[src/soc_pkg.sv]
package soc_pkg;

   // bus widths
   localparam int DATA_W = 32;
   localparam int ADDR_W = 32;

   // master request, held stable from valid until ready
   typedef struct packed {
      logic                valid;
      logic [ADDR_W-1:0]   addr;
      logic [DATA_W-1:0]   wdata;
      // nonzero strobe marks a write
      logic [DATA_W/8-1:0] wstrb;
   } bus_req_t;

   // slave response, ready is a one-cycle pulse
   typedef struct packed {
      logic              ready;
      logic [DATA_W-1:0] rdata;
   } bus_rsp_t;

   // peripheral slaves, picked by address bit 30
   typedef enum logic [0:0] {
      SLV_UART = 1'b0,
      SLV_RST  = 1'b1
   } slave_e;

endpackage

[src/mem_select.sv]
`timescale 1ns/1ps

module mem_select (
   input  soc_pkg::bus_req_t req,
   output soc_pkg::bus_rsp_t rsp,
   output soc_pkg::bus_req_t mem_req,
   input  soc_pkg::bus_rsp_t mem_rsp,
   output soc_pkg::bus_req_t per_req,
   input  soc_pkg::bus_rsp_t per_rsp
);

   import soc_pkg::*;

   logic per_sel;

   // top address bit splits memory from peripherals
   assign per_sel = req.addr[ADDR_W-1];

   always_comb begin
      // payload goes to both sides, valid only to the chosen one
      mem_req       = req;
      per_req       = req;
      mem_req.valid = req.valid & ~per_sel;
      per_req.valid = req.valid & per_sel;

      if (per_sel) begin
         rsp = per_rsp;
      end else begin
         rsp = mem_rsp;
      end
   end

endmodule

[config.mk]
export PLATFORM = sky130hd
export DESIGN_NAME = mem_select
export DESIGN_NICKNAME = d
export VERILOG_FILES = /design/src/soc_pkg.sv /design/src/mem_select.sv
export SDC_FILE = /design/constraint.sdc
export NUM_CORES = 1
export LEC_CHECK = 0
export ABC_AREA = 1
export BUFFER_PORTS_ARGS = -buffer_cell sky130_fd_sc_hd__clkbuf_2
export CORE_AREA = 2 2 118 120
export DETAILED_ROUTE_END_ITERATION = 12
export DIE_AREA = 0 0 120 122
export PLACE_DENSITY = 0.49
export SLEW_MARGIN = 20
export SYNTH_ARGS = -nofsm -noshare
export SYNTH_HDL_FRONTEND = slang
export SYNTH_SLANG_ARGS = --single-unit
[constraint.sdc]
create_clock -name vclk -period 2
set_input_delay 0.6 -clock vclk [all_inputs]
set_output_delay 0.6 -clock vclk [all_outputs]
set_load 0.02 [all_outputs]
==> impl_metrics.toml <==
[timing]
setup_violations = 0
fin_crit_ns = 1.92
fin_crit_sh_pct = 96.2
rsz0062_at_grt = "no"
setup-tns-final_ns = 0
final_max_slew_viol_count = 0
hold_viol = 0
relSlewSlack_pct = 88.0
setup_ws_ns = 0.0765
clock.fmax_ghz = 0.520
worstMarginPinSlew_ns = 0.181

[detailed_routing]
wl_per_cell_microns = 9.62
via_per_inst = 2.73
drc_errors = 0
num_vias = 1071
firstDrtPassIters = 4
drt_wl_total_microns = 3770
ant_nets = 0
drt_iter0_markers = 15

[finish]
drive_above_1_share_pct = 56.1
seq_cells = 0
nets = 349
synthToLayoutAreaGrowth_pct = -19.0
diodes = 0
clkbuf_count = 0
seqCellArea_sq_um = 0

[synth]
yosysSeqAreaShare_pct = 0
synthCells = 247
synth.avg_cell_area_sq_um = 6.15
yosysUniqueCellTypes = 8
synth_nets = 382
netlist_area_sq_um = 1520
synth_warnings = 0

[worst_hold_path]
hold_class = "in2out"
min-delay-start = "req[10]"
min_to = "mem_req[10]"
min_path_cells = 0

[critical_path]
cp_cell_sequence = "clkbuf_4 > buf_12 > nand2_1 > nand2_1 > clkbuf_2"
cp_slowest_cell = "clkbuf_4"
crit_required_ns = 1.40
startpoint = "req[67]"
criticalPathCategory = "in2out"
cpMostUsedCell = "nand2_1"
crit_path_start_kind = "input pin"
worst-path-max-fanout = 22
end_kind = "primary output"
slowest_delay_ns = 0.22
cp.arrival_ns = 1.32

[die]
ios = 306
die_w_microns = 120
die_h_microns = 122
row_count = 43
coreArea_sq_um = 13500
dieArea_sq_um = 14600
start_util_pct = 11.2

[global_routing]
grt_overflow = 0
grt_max_degree = 34
grt_pass1_vias = 1023
gr-usage-all-layers_pct = 4.15
antenna_found_initial = 0
grt_first_pass_wirelength_microns = 4970

[place]
post-dp-hpwl_microns = 3110
gp_congestion = 0.706
numPortBuffers = 105
dpl_worst_slack_ns = 0.0679

[flow_run]
maxCapViolations = 0

[pwr]
powerDensity_nw_per_um2 = 238
irDropWorstVdd_uv = 106
p_leak_nw = 0.780

[cts]
cts-hold-fix-buffers = 0

[status]
outcome = "finished, final reports clean"
==> kinds of logic after synthesis <==
kind of cell | synth area share [%]
AND/OR/NAND/NOR | 26.6
buffers and inverters | 73.4
==> how the worst max path moves through the flow <==
stage	endpoint	cells past startpoint
6_report	rsp[20]	5
5_1_grt	rsp[20]	5
4_1_cts	rsp[14]	5
3_5_place_dp	rsp[14]	5
3_3_place_gp	rsp[19]	5
2_1_floorplan	mem_req[68]	3
==> cells in the mapped netlist <==
library cell	number	share of area, %
inv_8	1	0.74
buf_6	4	3.0
nand2_2	10	4.1
buf_8	1	0.99
inv_1	2	0.49
buf_4	138	68
nand2_1	90	22
nor2_1	1	0.25
==> critical path: cells and delay by family <==
kind	cells	cell delay, ns
buffers and inverters	3	0.56
and+or+nand+nor	2	0.15
==> per-layer routing <==
layer  vias up  part of all wire, %  GRT usage [%]
li1        526                    -              -
met5         -                    0              0
met2       102                   41           5.97
met1       391                   34           4.46
met4         0                   10           4.34
met3        52                   14           1.69
==> placed cells by master (no fill, tap or decap), drive strengths merged <==
cell	n
clkbuf	105
nand2	100
inv	3
buf	2
clkinv	1
nor2	1
==> per-stage QoR <==
stage          cells  instance area, sq um  hold slack [ns]  utilization [%]  power, mW
3_3_place_gp     391                  1210             1.20             8.99      0.293
2_1_floorplan    247                  1520             1.31                -      0.554
4_1_cts          391                  1210             1.20             8.99      0.292
6_report         392                  1230             1.20             9.11      0.293
3_5_place_dp     391                  1210             1.20             8.99      0.292
5_1_grt          392                  1230             1.20             9.11      0.323
==> area by class of cell <==
type / count / area [sq um]
fillers: 1612 / 12300
inverters: 3 / 23.8
multi-input cells: 101 / 404
well taps: 180 / 225
repair buffers: 107 / 568
repair inverters: 1 / 8.76
==> power breakdown <==
group / internal, mW / leakage (nW) / switching, mW
combinational: 0.118 / 0.780 / 0.175
sequential: 0 / 0 / 0
clock: 0 / 0 / 0
==> timing repair <==
action                                  CTS  global route
endpoints found under the setup margin    0             3
buffers inserted                          0             0
gates resized for setup                   0             3
Power figures use the tool's default switching activity.
