### src/soc_pkg.sv
package soc_pkg;

   // bus widths
   localparam int DATA_W = 32;
   localparam int ADDR_W = 32;

   // master request, held stable from valid until ready
   typedef struct packed {
      logic                valid;
      logic [ADDR_W-1:0]   addr;
      logic [DATA_W-1:0]   wdata;
      // nonzero strobe marks a write
      logic [DATA_W/8-1:0] wstrb;
   } bus_req_t;

   // slave response, ready is a one-cycle pulse
   typedef struct packed {
      logic              ready;
      logic [DATA_W-1:0] rdata;
   } bus_rsp_t;

   // peripheral slaves, picked by address bit 30
   typedef enum logic [0:0] {
      SLV_UART = 1'b0,
      SLV_RST  = 1'b1
   } slave_e;

endpackage

### src/periph_interconnect.sv
`timescale 1ns/1ps

module periph_interconnect (
   input  soc_pkg::bus_req_t req,
   output soc_pkg::bus_rsp_t rsp,
   output logic              uart_valid,
   input  soc_pkg::bus_rsp_t uart_rsp,
   output logic              rst_valid,
   input  soc_pkg::bus_rsp_t rst_rsp
);

   import soc_pkg::*;

   slave_e sel;

   // bit below the peripheral flag picks the slave
   assign sel = slave_e'(req.addr[ADDR_W-2]);

   always_comb begin
      uart_valid = 1'b0;
      rst_valid  = 1'b0;
      rsp        = uart_rsp;

      case (sel)
         SLV_UART: begin
            uart_valid = req.valid;
            rsp        = uart_rsp;
         end
         SLV_RST: begin
            rst_valid = req.valid;
            rsp       = rst_rsp;
         end
         default: begin
            rsp = uart_rsp;
         end
      endcase
   end

endmodule

### config.mk
export PLATFORM = sky130hd
export DESIGN_NAME = periph_interconnect
export DESIGN_NICKNAME = d
export VERILOG_FILES = /design/src/soc_pkg.sv /design/src/periph_interconnect.sv
export SDC_FILE = /design/constraint.sdc
export NUM_CORES = 1
export LEC_CHECK = 0
export ABC_AREA = 1
export CAP_MARGIN = 25
export CORE_AREA = 3 3 64 66
export DETAILED_ROUTE_END_ITERATION = 12
export DIE_AREA = 0 0 67 69
export DONT_BUFFER_PORTS = 1
export GPL_TIMING_DRIVEN = 0
export PLACE_DENSITY = 0.3
export SLEW_MARGIN = 10
export SYNTH_ARGS = -nofsm -noshare
export SYNTH_HDL_FRONTEND = slang
export SYNTH_SLANG_ARGS = --single-unit
### constraint.sdc
create_clock -name vclk -period 2.4
set_clock_uncertainty 0.1 [all_clocks]
set_input_delay 0.72 -clock vclk [all_inputs]
set_output_delay 0.72 -clock vclk [all_outputs]
set_load 0.01 [all_outputs]
==> metrics.md <==
| Metric | Value |
|---|---|
| Outcome | `complete, no violations` |
| Critical path arrival | `1.23 ns` |
| Slew headroom | `0.861` |
| Max_cap viols | `0` |
| Final hold vios | `0` |
| Mapped Area | `498 um2` |
| WHS | `1.43 ns` |
| Synth top area cells | `nand2_1 (68%), nand2_2 (13%), buf_6 (9.0%), buf_4 (3.0%), buf_8 (3.0%)` |
| Vias in the first global route | `492` |
| Die area | `0.00462 mm2` |
| Yosys top cell area share | `0.678` |
| CLK BUF | `0` |
| Gpl congestion | `0.552` |
| Yosys cell types | `8` |
| Post-Synth Adder-Cell Area | `0` |
| Hold path depth | `2` |
| Post-synthesis compound-gate area fraction | `0` |
| Core area | `0.00363 mm2` |
| Syn Area/Cell | `4.49 um2` |
| Post-route insts no fill | `159` |
| Post-synthesis sequential area ratio | `0` |
| Setup bufs post-CTS | `0` |
| Simple-Gate Fraction of Synth Area | `0.812` |
| Final period utilization | `0.855` |
| Number of remaining DRC errors | `0` |
| FFs & Latches | `0` |
| Initial DRC count | `4` |
| Leakage dissipation | `0.358 nW` |
| Slowest cell on the critical path | `buf_8` |
| Pwr per Cell Area | `192 mW/mm2` |
| Max-slew violation total from the final report | `0` |
| Drt wl/cell | `9.84 um` |
| VDD IR max | `0.0306 mV` |
| Post-DP Area | `558 um2` |
| Hold EP | `uart_valid` |
| CP cell instances | `buf_6 > inv_8 > buf_8 > nand2_2 > nand2_1` |
| Worst EP required | `1.58 ns` |
| Slew @ Worst Pin | `0.208 ns` |
| XOR/XNOR Fraction of Synth Area | `0` |
| Die X | `67 um` |
| Final WS setup | `0.347 ns` |
| Synth-to-Final Area Change | `12.1%` |
| Crit end category | `primary output` |
| Multiplexer area fraction after synthesis | `0` |
| Port Buffers | `0` |
| Share of cells above drive strength 1 | `0.162` |
| Slowest stage delay, CP | `0.14 ns` |
| # diodes | `0` |
| Final min period | `2.05 ns` |
| Fin util | `0.154` |
| Ys Warns | `0` |
| Half-perimeter wire length after detailed placement | `1400 um` |
| Row Count | `22` |
| Initial DRT Pass Iterations | `4` |
| Cells after Synth | `111` |
| RSZ-0062 raised after global routing | `no` |
| Initial Util | `0.137` |
| First-pass GRT wire length | `2060 um` |
| Total Routing Usage GR | `0.0543` |
| Antenna violations before repair | `0` |
| Largest net degree at the start of global routing | `11` |
| Fmax | `0.487 GHz` |
| Min-Delay Path Class | `input port to primary output` |
| Post-CTS sizing | `0` |
| Grt ovf | `0` |
| Synth area leader | `nand2_1` |
| ANT nets after route | `0` |
| FF/Latch Area | `0 um2` |
| Routed via count | `646` |
| Largest family of logic cells by synthesized area | `simple AND/OR/NAND/NOR gates` |
| Setup TNS | `0 ns` |
| Boundary Pins | `170` |
| CP max FO | `10` |
| Final Setup Violations | `0` |
| Fillcell total | `437` |
| Most frequent cells in the layout | `nand2_1 (90), nand2_2 (10), buf_6 (4)` |
| Post-Syn Nets | `246` |
| DP Cell Count | `159` |
| Cell area after layout | `558 um2` |
| Drt via density | `4.06` |
| Hold Crit Start | `req[68]` |
| Startpoint types | `input port` |
| Kind of critical path | `input port to primary output` |
| Commonest non-fill, non-tap cell in the layout | `nand2_1` |
| Die Y | `69 um` |
| Dpl ws | `0.324 ns` |
| Total wire length | `1560 um` |
| Overall power | `0.107 mW` |
| # hold bufs at CTS | `0` |
| Layout Nets | `248` |
[per-layer routing]
layer | global-route usage | wire (um) | vias to the layer above
met2 | 0.121 | 654 | 86
met5 | 0 | 0 | -
met1 | 0.0537 | 542 | 235
met4 | 0 | 0 | 0
met3 | 0.00163 | 366 | 0
li1 | - | - | 325
[worst max path at each step]
stage | cells past startpoint | to | startpoint | slack [ns]
CTS | 5 | rsp[4] | req[66] | 0.32
detailed placement | 5 | rsp[4] | req[66] | 0.32
floorplan | 3 | uart_valid | req[66] | 0.40
global route | 5 | rsp[24] | req[66] | 0.28
global placement | 5 | rsp[4] | req[66] | 0.33
finish | 5 | rsp[4] | req[66] | 0.35
[final cells by class]
class	instances	area, um2	share of cell area
multi-input cells	101	404	0.724
inverters	3	18.8	0.0336
plain buffers	7	75.1	0.135
well taps	48	60.1	0.108
[logic make-up (layout without fill, tap and decap cells)]
kind of cell / Yosys count / in the layout
and+or+nand+nor: 101 / 101
buffers and inverters: 10 / 10
[critical path, delay by kind of cell]
| kind | cells | cell delay, ns |
|---|---|---|
| buffers and inverters | 3 | 0.35 |
| AND/OR/NAND/NOR | 2 | 0.16 |
[report_power, final]
part           leakage [nW]  total [mW]  internal (mW)  switching, mW
Sequential                0           0              0              0
Clock                     0           0              0              0
Combinational         0.358       0.107         0.0346         0.0725
[synth_stat cells]
cell type  count
buf_4          2
nand2_1       90
nand2_2       10
inv_1          2
buf_8          1
inv_8          1
nor2_1         1
buf_6          4
(Power assumes the default switching activity.)
