[src/soc_pkg.sv]
package soc_pkg;

   // bus widths
   localparam int DATA_W = 32;
   localparam int ADDR_W = 32;

   // master request, held stable from valid until ready
   typedef struct packed {
      logic                valid;
      logic [ADDR_W-1:0]   addr;
      logic [DATA_W-1:0]   wdata;
      // nonzero strobe marks a write
      logic [DATA_W/8-1:0] wstrb;
   } bus_req_t;

   // slave response, ready is a one-cycle pulse
   typedef struct packed {
      logic              ready;
      logic [DATA_W-1:0] rdata;
   } bus_rsp_t;

   // peripheral slaves, picked by address bit 30
   typedef enum logic [0:0] {
      SLV_UART = 1'b0,
      SLV_RST  = 1'b1
   } slave_e;

endpackage

[src/rst_ctr.sv]
`timescale 1ns/1ps

module rst_ctr #(
   parameter int SOFT_RST_CYCLES = 16
) (
   input  logic              clk,
   input  logic              rst_n,
   input  logic              valid,
   input  soc_pkg::bus_req_t req,
   output soc_pkg::bus_rsp_t rsp,
   output logic              sys_rst_n,
   output logic              boot
);

   import soc_pkg::*;

   localparam int CNT_W = $clog2(SOFT_RST_CYCLES + 1);

   logic              ready_q;
   logic [DATA_W-1:0] rdata_q;
   logic              accept;
   logic              soft_req;
   logic [CNT_W-1:0]  rst_cnt;

   assign accept   = valid & ~ready_q;
   // write of bit 0 asks for a soft reset
   assign soft_req = accept & (|req.wstrb) & req.wdata[0];

   // runs on the hard reset only, so it keeps counting
   // while the rest of the core is held
   always_ff @(posedge clk) begin
      if (!rst_n) begin
         ready_q   <= 1'b0;
         boot      <= 1'b1;
         rst_cnt   <= '0;
         sys_rst_n <= 1'b0;
      end else begin
         ready_q <= accept;
         // low one cycle after the ack, for the full count
         sys_rst_n <= (rst_cnt == '0);
         if (soft_req) begin
            boot    <= 1'b0;
            rst_cnt <= CNT_W'(SOFT_RST_CYCLES);
         end else if (rst_cnt != '0) begin
            rst_cnt <= rst_cnt - 1'b1;
         end
      end
   end

   always_ff @(posedge clk) begin
      if (accept) begin
         rdata_q <= {{(DATA_W-1){1'b0}}, boot};
      end
   end

   assign rsp = '{ready: ready_q, rdata: rdata_q};

endmodule

[config.mk]
export PLATFORM = sky130hd
export DESIGN_NAME = rst_ctr
export DESIGN_NICKNAME = d
export VERILOG_FILES = /design/src/soc_pkg.sv /design/src/rst_ctr.sv
export SDC_FILE = /design/constraint.sdc
export NUM_CORES = 1
export LEC_CHECK = 0
export ABC_AREA = 1
export BUFFER_PORTS_ARGS = -buffer_cell sky130_fd_sc_hd__buf_2
export CORE_MARGIN = 1.5
export CORE_UTILIZATION = 29
export DETAILED_ROUTE_END_ITERATION = 7
export GPL_ROUTABILITY_DRIVEN = 0
export GPL_TIMING_DRIVEN = 0
export PLACE_DENSITY = 0.95
export SLEW_MARGIN = 20
export SYNTH_ARGS = -nofsm -noshare
export SYNTH_HDL_FRONTEND = slang
export SYNTH_SLANG_ARGS = --single-unit
[constraint.sdc]
create_clock -name clk -period 3.2 [get_ports clk]
set_clock_uncertainty 0.1 [all_clocks]
set_input_delay 0.32 -clock clk [delete_from_list [all_inputs] [get_ports clk]]
set_output_delay 0.32 -clock clk [all_outputs]
set_load 0.02 [all_outputs]
==> impl_metrics.tcl <==
set metrics [dict create \
    status "complete, no violations" \
    routedWlPerCell_um 6.113 \
    grt_use_met3 0.02727 \
    final_cells 160 \
    clockBufferDepth 2 \
    io_buffers 11 \
    synth-seq-area-share 0.2975 \
    grt_pass1_vias 472 \
    vias 534 \
    synth_area_per_cell_um2 7.265 \
    timing.fmax_ghz 0.7844 \
    via_per_inst 3.338 \
    dr.pass1.iters 4 \
    met1_usage 0.07792 \
    synth.distinct_cells 14 \
    fp.dieH_um 49.96 \
    cp_max_fo 5 \
    synth_area_leaders "buf_4 38%, dfxtp_1 25%, nand2_1 10%, inv_1 6.5%, edfxtp_1 4.7%" \
    drv_slew 0 \
    maxCapViolCount 0 \
    r2r-end "rst_cnt[1]" \
    cts_htree_levels 1 \
    drc_errors 0 \
    ir_worst_vdd_v 0.0004161 \
    grt_max_degree 6 \
    start_kind "register" \
    pwr-share-seq 0.321 \
    root_buffer "clkbuf_4" \
    dieArea_um2 2496 \
    clock_latency_ns 0.26 \
    cp.arrival_ns 1.34 \
    io_pins 107 \
    drt-initial-drc-count 11 \
    min-delay-start "rst_n" \
    synthTopCellsByCount "32 x buf_4, 17 x nand2_1, 11 x inv_1" \
    whs_path_depth 2 \
    core_area_um2 2022 \
    post-cts-setup-buffers 0 \
    hpwlAfterDp_um 873 \
    met2_usage 0.1600 \
    diodes 0 \
    p_leak_uw 0.0005477 \
    p_total_uw 521.7 \
    finalHoldViolCount 0 \
    period_minus_slack_ns 1.275 \
    synth_edf_count 1 \
    grt-ovfl-total 0 \
    wl_um 978 \
    dp_cells 156 \
    powerDensity_nw_per_um2 601.7 \
    yosysWarnings 0 \
    swShare 0.4286 \
    cts_resized 0 \
    synthArstFlopShare 0 \
    fin_nets 207 \
    cts_buffers 3 \
    synth.most_common_cell "buf_4" \
    r2r_cells 7 \
    fin_crit_sh 0.3984 \
    fp.dieW_um 49.96 \
    drive_gt1_frac 0.3609 \
    internal_power_uw 298.1 \
    synthFlopType "dfxtp_1" \
    syn-cell-area_um2 639.4 \
    fin_util 0.4288 \
    grt_busiest_layer "met2" \
    pwr-share-comb 0.509 \
    rsz0062_at_grt "no" \
    grt_pass1_wl_um 1642 \
    antenna_found_initial 0 \
    r2r_setup_slack_ns 1.93 \
    cts.clk_slew.worst_paths_ns 0.06 \
    yosys.area.top_type "buf_4" \
    cts_tree "yes" \
    fin_setup_tns_ns 0 \
    p_clk_frac 0.170 \
    ant_nets 0 \
    synth_cells 88 \
    rows 16 \
    r2r_start "rst_cnt[0]" \
    initial_utilization 0.3162 \
    grtUsageTotal 0.08687 \
    path_class "register to register" \
    holdPathEnd "boot" \
    cp.required_ns 3.26 \
    switching_power_uw 223.6 \
    clock_sinks 9 \
    hold_slack_ns 0.1471 \
    synth-seq-cells 9 \
    min_path_type "input port to register" \
    syn2layout_area_growth_pct 35.62 \
    synth_top_area_share 0.3757 \
    finalSetupViolations 0 \
    hold_buffers 0 \
    cp-end-kind "register" \
]
[metrics by stage]
step                setup slack, ns  cell area (um^2)
floorplan                     2.060             752.0
finish                        1.925             867.1
detailed placement            1.924             840.8
global route                  1.837             867.1
CTS                           1.913             867.1
global placement              1.968             840.8
[power by group through the flow]
stage | combinational [uW] | clock [uW] | sequential [uW]
global route | 299 | 97.2 | 171
floorplan | 216 | 0 | 174
global placement | 254 | 0 | 168
CTS | 267 | 93.3 | 167
detailed placement | 265 | 0 | 170
finish | 266 | 88.8 | 167
[kinds of logic after synthesis]
logic type / count (synthesis) / share of synthesized area
DFF: 9 / 0.2975
other: 1 / 0.005865
and+or+nand+nor: 31 / 0.2074
buffers and inverters: 43 / 0.4403
adders and majority gates: 1 / 0.01957
xor gates and xnor gates: 1 / 0.01370
AOI/OAI and AO/OA: 2 / 0.01566
[worst max-delay path, cell delays in order, from the launching register on]
cell and delay, ns:
dfxtp_1 0.31, inv_1 0.11, ha_1 0.28, nand3_2 0.15
nand2_1 0.09, nand2_1 0.05, nand2_1 0.06, inv_1 0.04
[sequential cells by signal, summed over array words and instances, names as in the netlist]
| name | count |
|---|---|
| rst_cnt | 5 |
| boot | 1 |
| rdata_q | 1 |
| ready_q | 1 |
| sys_rst_n | 1 |
[worst max-delay path by stage]
stage	startpoint	end	cells after the start	slack, ns
floorplan	rst_cnt[0]	rst_cnt[0]	7	2.06
global placement	rst_cnt[0]	rst_cnt[1]	7	1.97
detailed placement	rst_cnt[0]	rst_cnt[1]	7	1.92
CTS	ready_q	rsp[32]	2	1.91
global route	rst_cnt[0]	rst_cnt[0]	7	1.84
finish	rst_cnt[0]	rst_cnt[1]	7	1.93
[placed cells by master (no fill, tap or decap), types with 2 or more instances in the layout]
cell      instances
buf_4            32
conb_1           31
nand2_1          17
inv_1            11
buf_2            11
nor2_1            8
dfxtp_1           8
clkbuf_4          3
nand3_1           2
a21oi_1           2
nand4_1           2
[layer usage]
layer  part of all wire  wire length, um
met1               0.41              397
met2               0.47              455
met3               0.10              102
met4              0.022               22
met5                  0                0
[cell type report]
| cell class | count | area [um^2] |
|---|---|---|
| clock buffers | 4 | 26.28 |
| flip-flops and latches | 9 | 190.2 |
| plain buffers | 32 | 240.2 |
| inverters | 11 | 41.29 |
| well taps | 27 | 33.78 |
| multi-input cells | 66 | 280.3 |
| repair buffers | 11 | 55.05 |
| fillers | 209 | 1155 |
(Power assumes the default switching activity.)
