--- config.mk ---
export PLATFORM = sky130hd
export DESIGN_NAME = uart_ctrl
export DESIGN_NICKNAME = d
export VERILOG_FILES = /design/src/soc_pkg.sv /design/src/uart_ctrl.sv
export SDC_FILE = /design/constraint.sdc
export NUM_CORES = 1
export LEC_CHECK = 0
export ABC_AREA = 1
export BUFFER_PORTS_ARGS = -buffer_cell sky130_fd_sc_hd__buf_2
export CAP_MARGIN = 20
export CORE_AREA = 2 2 85 87
export DETAILED_ROUTE_END_ITERATION = 8
export DIE_AREA = 0 0 87 89
export PLACE_DENSITY = 0.68
export SLEW_MARGIN = 20
export SYNTH_ARGS = -nofsm -noshare
export SYNTH_HDL_FRONTEND = slang
export SYNTH_SLANG_ARGS = --single-unit
--- constraint.sdc ---
create_clock -name clk -period 2.2 [get_ports clk]
set_input_delay 0.22 -clock clk [delete_from_list [all_inputs] [get_ports clk]]
set_output_delay 0.22 -clock clk [all_outputs]
set_load 0.1 [all_outputs]
--- src/soc_pkg.sv ---
package soc_pkg;

   // bus widths
   localparam int DATA_W = 32;
   localparam int ADDR_W = 32;

   // master request, held stable from valid until ready
   typedef struct packed {
      logic                valid;
      logic [ADDR_W-1:0]   addr;
      logic [DATA_W-1:0]   wdata;
      // nonzero strobe marks a write
      logic [DATA_W/8-1:0] wstrb;
   } bus_req_t;

   // slave response, ready is a one-cycle pulse
   typedef struct packed {
      logic              ready;
      logic [DATA_W-1:0] rdata;
   } bus_rsp_t;

   // peripheral slaves, picked by address bit 30
   typedef enum logic [0:0] {
      SLV_UART = 1'b0,
      SLV_RST  = 1'b1
   } slave_e;

endpackage

--- src/uart_ctrl.sv ---
`timescale 1ns/1ps

module uart_ctrl #(
   parameter int UART_DIV = 4
) (
   input  logic              clk,
   input  logic              rst_n,
   input  logic              valid,
   input  soc_pkg::bus_req_t req,
   output soc_pkg::bus_rsp_t rsp,
   output logic              txd,
   input  logic              rxd,
   output logic              rts,
   input  logic              cts
);

   import soc_pkg::*;

   typedef enum logic [1:0] {
      ST_IDLE,
      ST_START,
      ST_DATA,
      ST_STOP
   } uart_state_e;

   localparam logic [2:0] REG_TXDATA = 3'd0;
   localparam logic [2:0] REG_STATUS = 3'd1;
   localparam logic [2:0] REG_RXDATA = 3'd2;
   localparam int CNT_W = (UART_DIV > 1) ? $clog2(UART_DIV) : 1;
   // start bit sample point, two sync stages already behind
   localparam int MID = (UART_DIV > 1) ? UART_DIV / 2 - 1 : 0;

   logic              ready_q;
   logic [DATA_W-1:0] rdata_q;
   logic              accept;
   logic              wr;
   logic              rd;
   logic [2:0]        reg_sel;

   uart_state_e       tx_state;
   logic [CNT_W-1:0]  tx_cnt;
   logic [2:0]        tx_bit;
   logic [7:0]        tx_shift;
   logic              tx_pend;
   logic              tx_busy;
   logic              tx_load;
   logic              tx_tick;

   uart_state_e       rx_state;
   logic [CNT_W-1:0]  rx_cnt;
   logic [2:0]        rx_bit;
   logic [7:0]        rx_shift;
   logic [7:0]        rx_data;
   logic              rx_valid;
   logic              rx_meta;
   logic              rx_sync;
   logic              rx_tick;
   logic              rx_done;

   assign reg_sel = req.addr[4:2];
   assign accept  = valid & ~ready_q;
   assign wr      = accept & (|req.wstrb);
   assign rd      = accept & ~(|req.wstrb);
   // busy covers a byte still waiting for cts
   assign tx_busy = tx_pend | (tx_state != ST_IDLE);
   assign tx_load = wr & (reg_sel == REG_TXDATA) & ~tx_busy;
   assign tx_tick = (tx_cnt == CNT_W'(UART_DIV - 1));
   assign rx_tick = (rx_cnt == CNT_W'(UART_DIV - 1));
   assign rx_done = (rx_state == ST_STOP) & rx_tick & rx_sync;
   assign rts     = ~rx_valid;

   always_ff @(posedge clk) begin
      if (!rst_n) begin
         ready_q <= 1'b0;
      end else begin
         ready_q <= accept;
      end
   end

   always_ff @(posedge clk) begin
      if (accept) begin
         case (reg_sel)
            REG_STATUS: rdata_q <= {{(DATA_W-2){1'b0}}, rx_valid, tx_busy};
            REG_RXDATA: rdata_q <= {{(DATA_W-8){1'b0}}, rx_data};
            default:    rdata_q <= '0;
         endcase
      end
   end

   assign rsp = '{ready: ready_q, rdata: rdata_q};

   // transmit engine
   always_ff @(posedge clk) begin
      if (!rst_n) begin
         tx_state <= ST_IDLE;
         tx_pend  <= 1'b0;
         tx_cnt   <= '0;
         tx_bit   <= '0;
      end else begin
         if (tx_load) begin
            tx_pend <= 1'b1;
         end
         tx_cnt <= (tx_state == ST_IDLE || tx_tick) ? '0 : tx_cnt + 1'b1;
         case (tx_state)
            ST_IDLE: begin
               // far end must be ready before a frame begins
               if (tx_pend && cts) begin
                  tx_pend  <= 1'b0;
                  tx_state <= ST_START;
               end
            end
            ST_START: begin
               if (tx_tick) begin
                  tx_bit   <= '0;
                  tx_state <= ST_DATA;
               end
            end
            ST_DATA: begin
               if (tx_tick) begin
                  tx_bit <= tx_bit + 1'b1;
                  if (tx_bit == 3'd7) begin
                     tx_state <= ST_STOP;
                  end
               end
            end
            ST_STOP: begin
               if (tx_tick) begin
                  tx_state <= ST_IDLE;
               end
            end
         endcase
      end
   end

   // lsb goes out first
   always_ff @(posedge clk) begin
      if (tx_load) begin
         tx_shift <= req.wdata[7:0];
      end else if (tx_state == ST_DATA && tx_tick) begin
         tx_shift <= {1'b0, tx_shift[7:1]};
      end
   end

   always_comb begin
      case (tx_state)
         ST_START: txd = 1'b0;
         ST_DATA:  txd = tx_shift[0];
         default:  txd = 1'b1;
      endcase
   end

   // rxd sync, idles high
   always_ff @(posedge clk) begin
      if (!rst_n) begin
         rx_meta <= 1'b1;
         rx_sync <= 1'b1;
      end else begin
         rx_meta <= rxd;
         rx_sync <= rx_meta;
      end
   end

   // receive engine
   always_ff @(posedge clk) begin
      if (!rst_n) begin
         rx_state <= ST_IDLE;
         rx_cnt   <= '0;
         rx_bit   <= '0;
         rx_valid <= 1'b0;
      end else begin
         rx_cnt <= (rx_state == ST_IDLE || rx_tick) ? '0 : rx_cnt + 1'b1;
         if (rd && reg_sel == REG_RXDATA) begin
            rx_valid <= 1'b0;
         end
         case (rx_state)
            ST_IDLE: begin
               if (!rx_sync) begin
                  rx_state <= ST_START;
               end
            end
            ST_START: begin
               if (rx_cnt == CNT_W'(MID)) begin
                  rx_cnt <= '0;
                  rx_bit <= '0;
                  // line back high at mid start bit is a glitch
                  rx_state <= rx_sync ? ST_IDLE : ST_DATA;
               end
            end
            ST_DATA: begin
               if (rx_tick) begin
                  rx_bit <= rx_bit + 1'b1;
                  if (rx_bit == 3'd7) begin
                     rx_state <= ST_STOP;
                  end
               end
            end
            ST_STOP: begin
               if (rx_tick) begin
                  rx_state <= ST_IDLE;
               end
               if (rx_done) begin
                  rx_valid <= 1'b1;
               end
            end
         endcase
      end
   end

   always_ff @(posedge clk) begin
      if (rx_state == ST_DATA && rx_tick) begin
         rx_shift <= {rx_sync, rx_shift[7:1]};
      end
      if (rx_done) begin
         rx_data <= rx_shift;
      end
   end

endmodule

==> run metrics <==
cell accounting for the most synthesized area edfxtp_1; final setup TNS 0 ps; Num CTS Buffers 5; share of layout cells above drive strength 1 0.216; DRC viols 0; Clk network pwr share 0.258; clk buf depth 2; Syn-to-layout area delta 9.25%; RSZ-0062 raised after global routing no; Worst-path clk slew 90 ps; Initial DRC Count 46; Post-DP HPWL roughly 2400 µm; Top Ports 109; sequential share of power 0.493; Die Wd 87 µm; Final GP Congestion between 0.7 and 0.8; Worst EP arrival 1700 ps; routed vias/inst between 4 and 5; largest fanout on the critical path 5; sw frac 0.365; Synth Flop Type edfxtp_1; PD cells 824 mW/mm²; Synth Instances 240; vias in the first global route 1299; Port Buf Inserts 30; Synth area leaders edfxtp_1 40%, dfxtp_1 16%, buf_4 7.8%; Die Y 89 µm; slew margin rel. 0.592; Sequential Area 0.00134 mm²; Leakage 1.20 nW; GRT busiest layer met2; Std-Cell Rows 30; via count 1464; CP required 1980 ps; CTS tree built; DRT antenna net count 0; # resized after CTS 0; combinational power share 0.249; detailed-router iteration count before antenna repair 4; fillcell total 652; total grt overflow 0; grt met1 use 0.104; Post-synth EDFFs 32; Total Wirelength about 3200 µm; hold buffer count at CTS 0; sequential element share of the synthesized area 0.557; post-synth top area share 0.399; yosys warns 0; Inserted Diodes 0; Worst VDD drop 0.000313 V; nets@finish 357; initial antenna violation count 0; pre-CTS setup slack 501 ps; crit end category primary output; Slew Viols, Final 0; CP Launch Type register; Hold Path Depth 2; Wirelength per Cell 9.06 µm; first-pass GRT wire length 5420 µm; min-delay worst type in -> reg; Hold Fails Final Rpt 0; GR Util met2 0.152; Psw 0.000791 W; setup ws final 284 ps; Final Setup Violations 0; met3 usage 0.0332; total of max-cap violations 0; #FFs+latches synth 51; skew final 5.59 ps; largest net degree at the start of global routing 19; synth unique cells 28; overall routing resource usage 0.0898; syn_area_per_cell 10.0 µm²; Core Region 0.00672 mm²; Tmin final 1920 ps; # Post-CTS Setup Buffers 0; status completed; R2R cell count 6; Post-synth ARST share 0; Crit Path Category reg -> out; Post-synth top cells 39 x inv_1, 37 x nand2_1, 32 x edfxtp_1; CTS HTree Levels 2; multi-input logic area 779 µm²; Internal Pwr Total about 0.0014 W; die footprint 0.00774 mm²; clk root buf clkbuf_8; maximum clock rate approximately 520 MHz; clk sink count 51; Clock Latency Late Sink about 300 ps; Slew @ Worst Pin 610 ps; Starting Density 0.358; synthesized cell area 0.00241 mm²; top-count cell post-synth inv_1; fin crit share 0.871
## area by class of cell
type,count,area share
tap,80,0.0381
timing repair buffer,31,0.0599
clock buffer,5,0.0262
inverter,41,0.0585
clock inverter,3,0.0109
multi-input combinational,142,0.296
sequential,51,0.510
## cells by family after synthesis
group                    after synthesis  share of synthesized area
AO/OA/AOI/OAI                         26                     0.0748
adder cells (fa/ha/maj)               11                     0.0572
buffers and inverters                 70                      0.155
flip-flops                            51                      0.557
other                                  1                    0.00156
AND/OR/NAND/NOR                       81                      0.154
## stage by stage
step                      utilization  std cells  hold WS [ps]  total power [W]  area, µm²
after floorplan                     -        263           327          0.00161       2490
after global placement          0.377        345           395          0.00163       2530
after detailed placement        0.377        345           401          0.00163       2530
after CTS                       0.391        353          90.5          0.00220       2630
after global routing            0.391        353           106          0.00227       2630
final                           0.391        353           102          0.00217       2630
## power groups by stage
stage               sequential [W]  combinational (W)  clock, W
floorplan                  0.00114           0.000466         0
global placement           0.00109           0.000537         0
detailed placement         0.00109           0.000541         0
CTS                        0.00107           0.000542  0.000585
global route               0.00107           0.000586  0.000611
finish                     0.00107           0.000539  0.000558
## worst paths after layout
check	start	endpoint	slack (ps)
setup / recovery	tx_state[0]$_SDFFE_PN0P_	txd	280
hold / removal	rxd	rx_meta$_SDFF_PN1_	100
setup reg to reg	tx_state[0]$_SDFFE_PN0P_	tx_shift[7]$_SDFFCE_PN0P_	510
hold reg to reg	rx_meta$_SDFF_PN1_	rx_sync$_SDFF_PN1_	420
## worst max-delay path: stages, from the launching register on
cell,delay (ps)
dfxtp_1,390
inv_1,80
ha_1,250
inv_1,70
nand2_1,110
nand2_1,90
buf_2,420
## state kept, by name (all words and copies together) (netlist names), 2 cells and up, named ones only
signal,cells
tx_state,2
tx_shift,8
rdata_q,8
tx_cnt,2
rx_data,8
rx_bit,3
tx_bit,3
rx_shift,8
rx_cnt,2
## metal layers
| layer | share of wire | up-vias |
|---|---|---|
| li1 | - | 780 |
| met1 | 0.45 | 639 |
| met2 | 0.48 | 43 |
| met3 | 0.063 | 2 |
| met4 | 0.0066 | 0 |
| met5 | 0 | - |
## placed cells by master (no fill, tap or decap), types with 7 or more instances in the layout
cell type	count
buf_2	30
inv_1	39
a21oi_1	7
edfxtp_1	32
conb_1	24
nand3_1	10
o21ai_2	9
dfxtp_1	19
nand2_1	37
nor2_1	22
ha_1	11
Power figures use the tool's default switching activity.
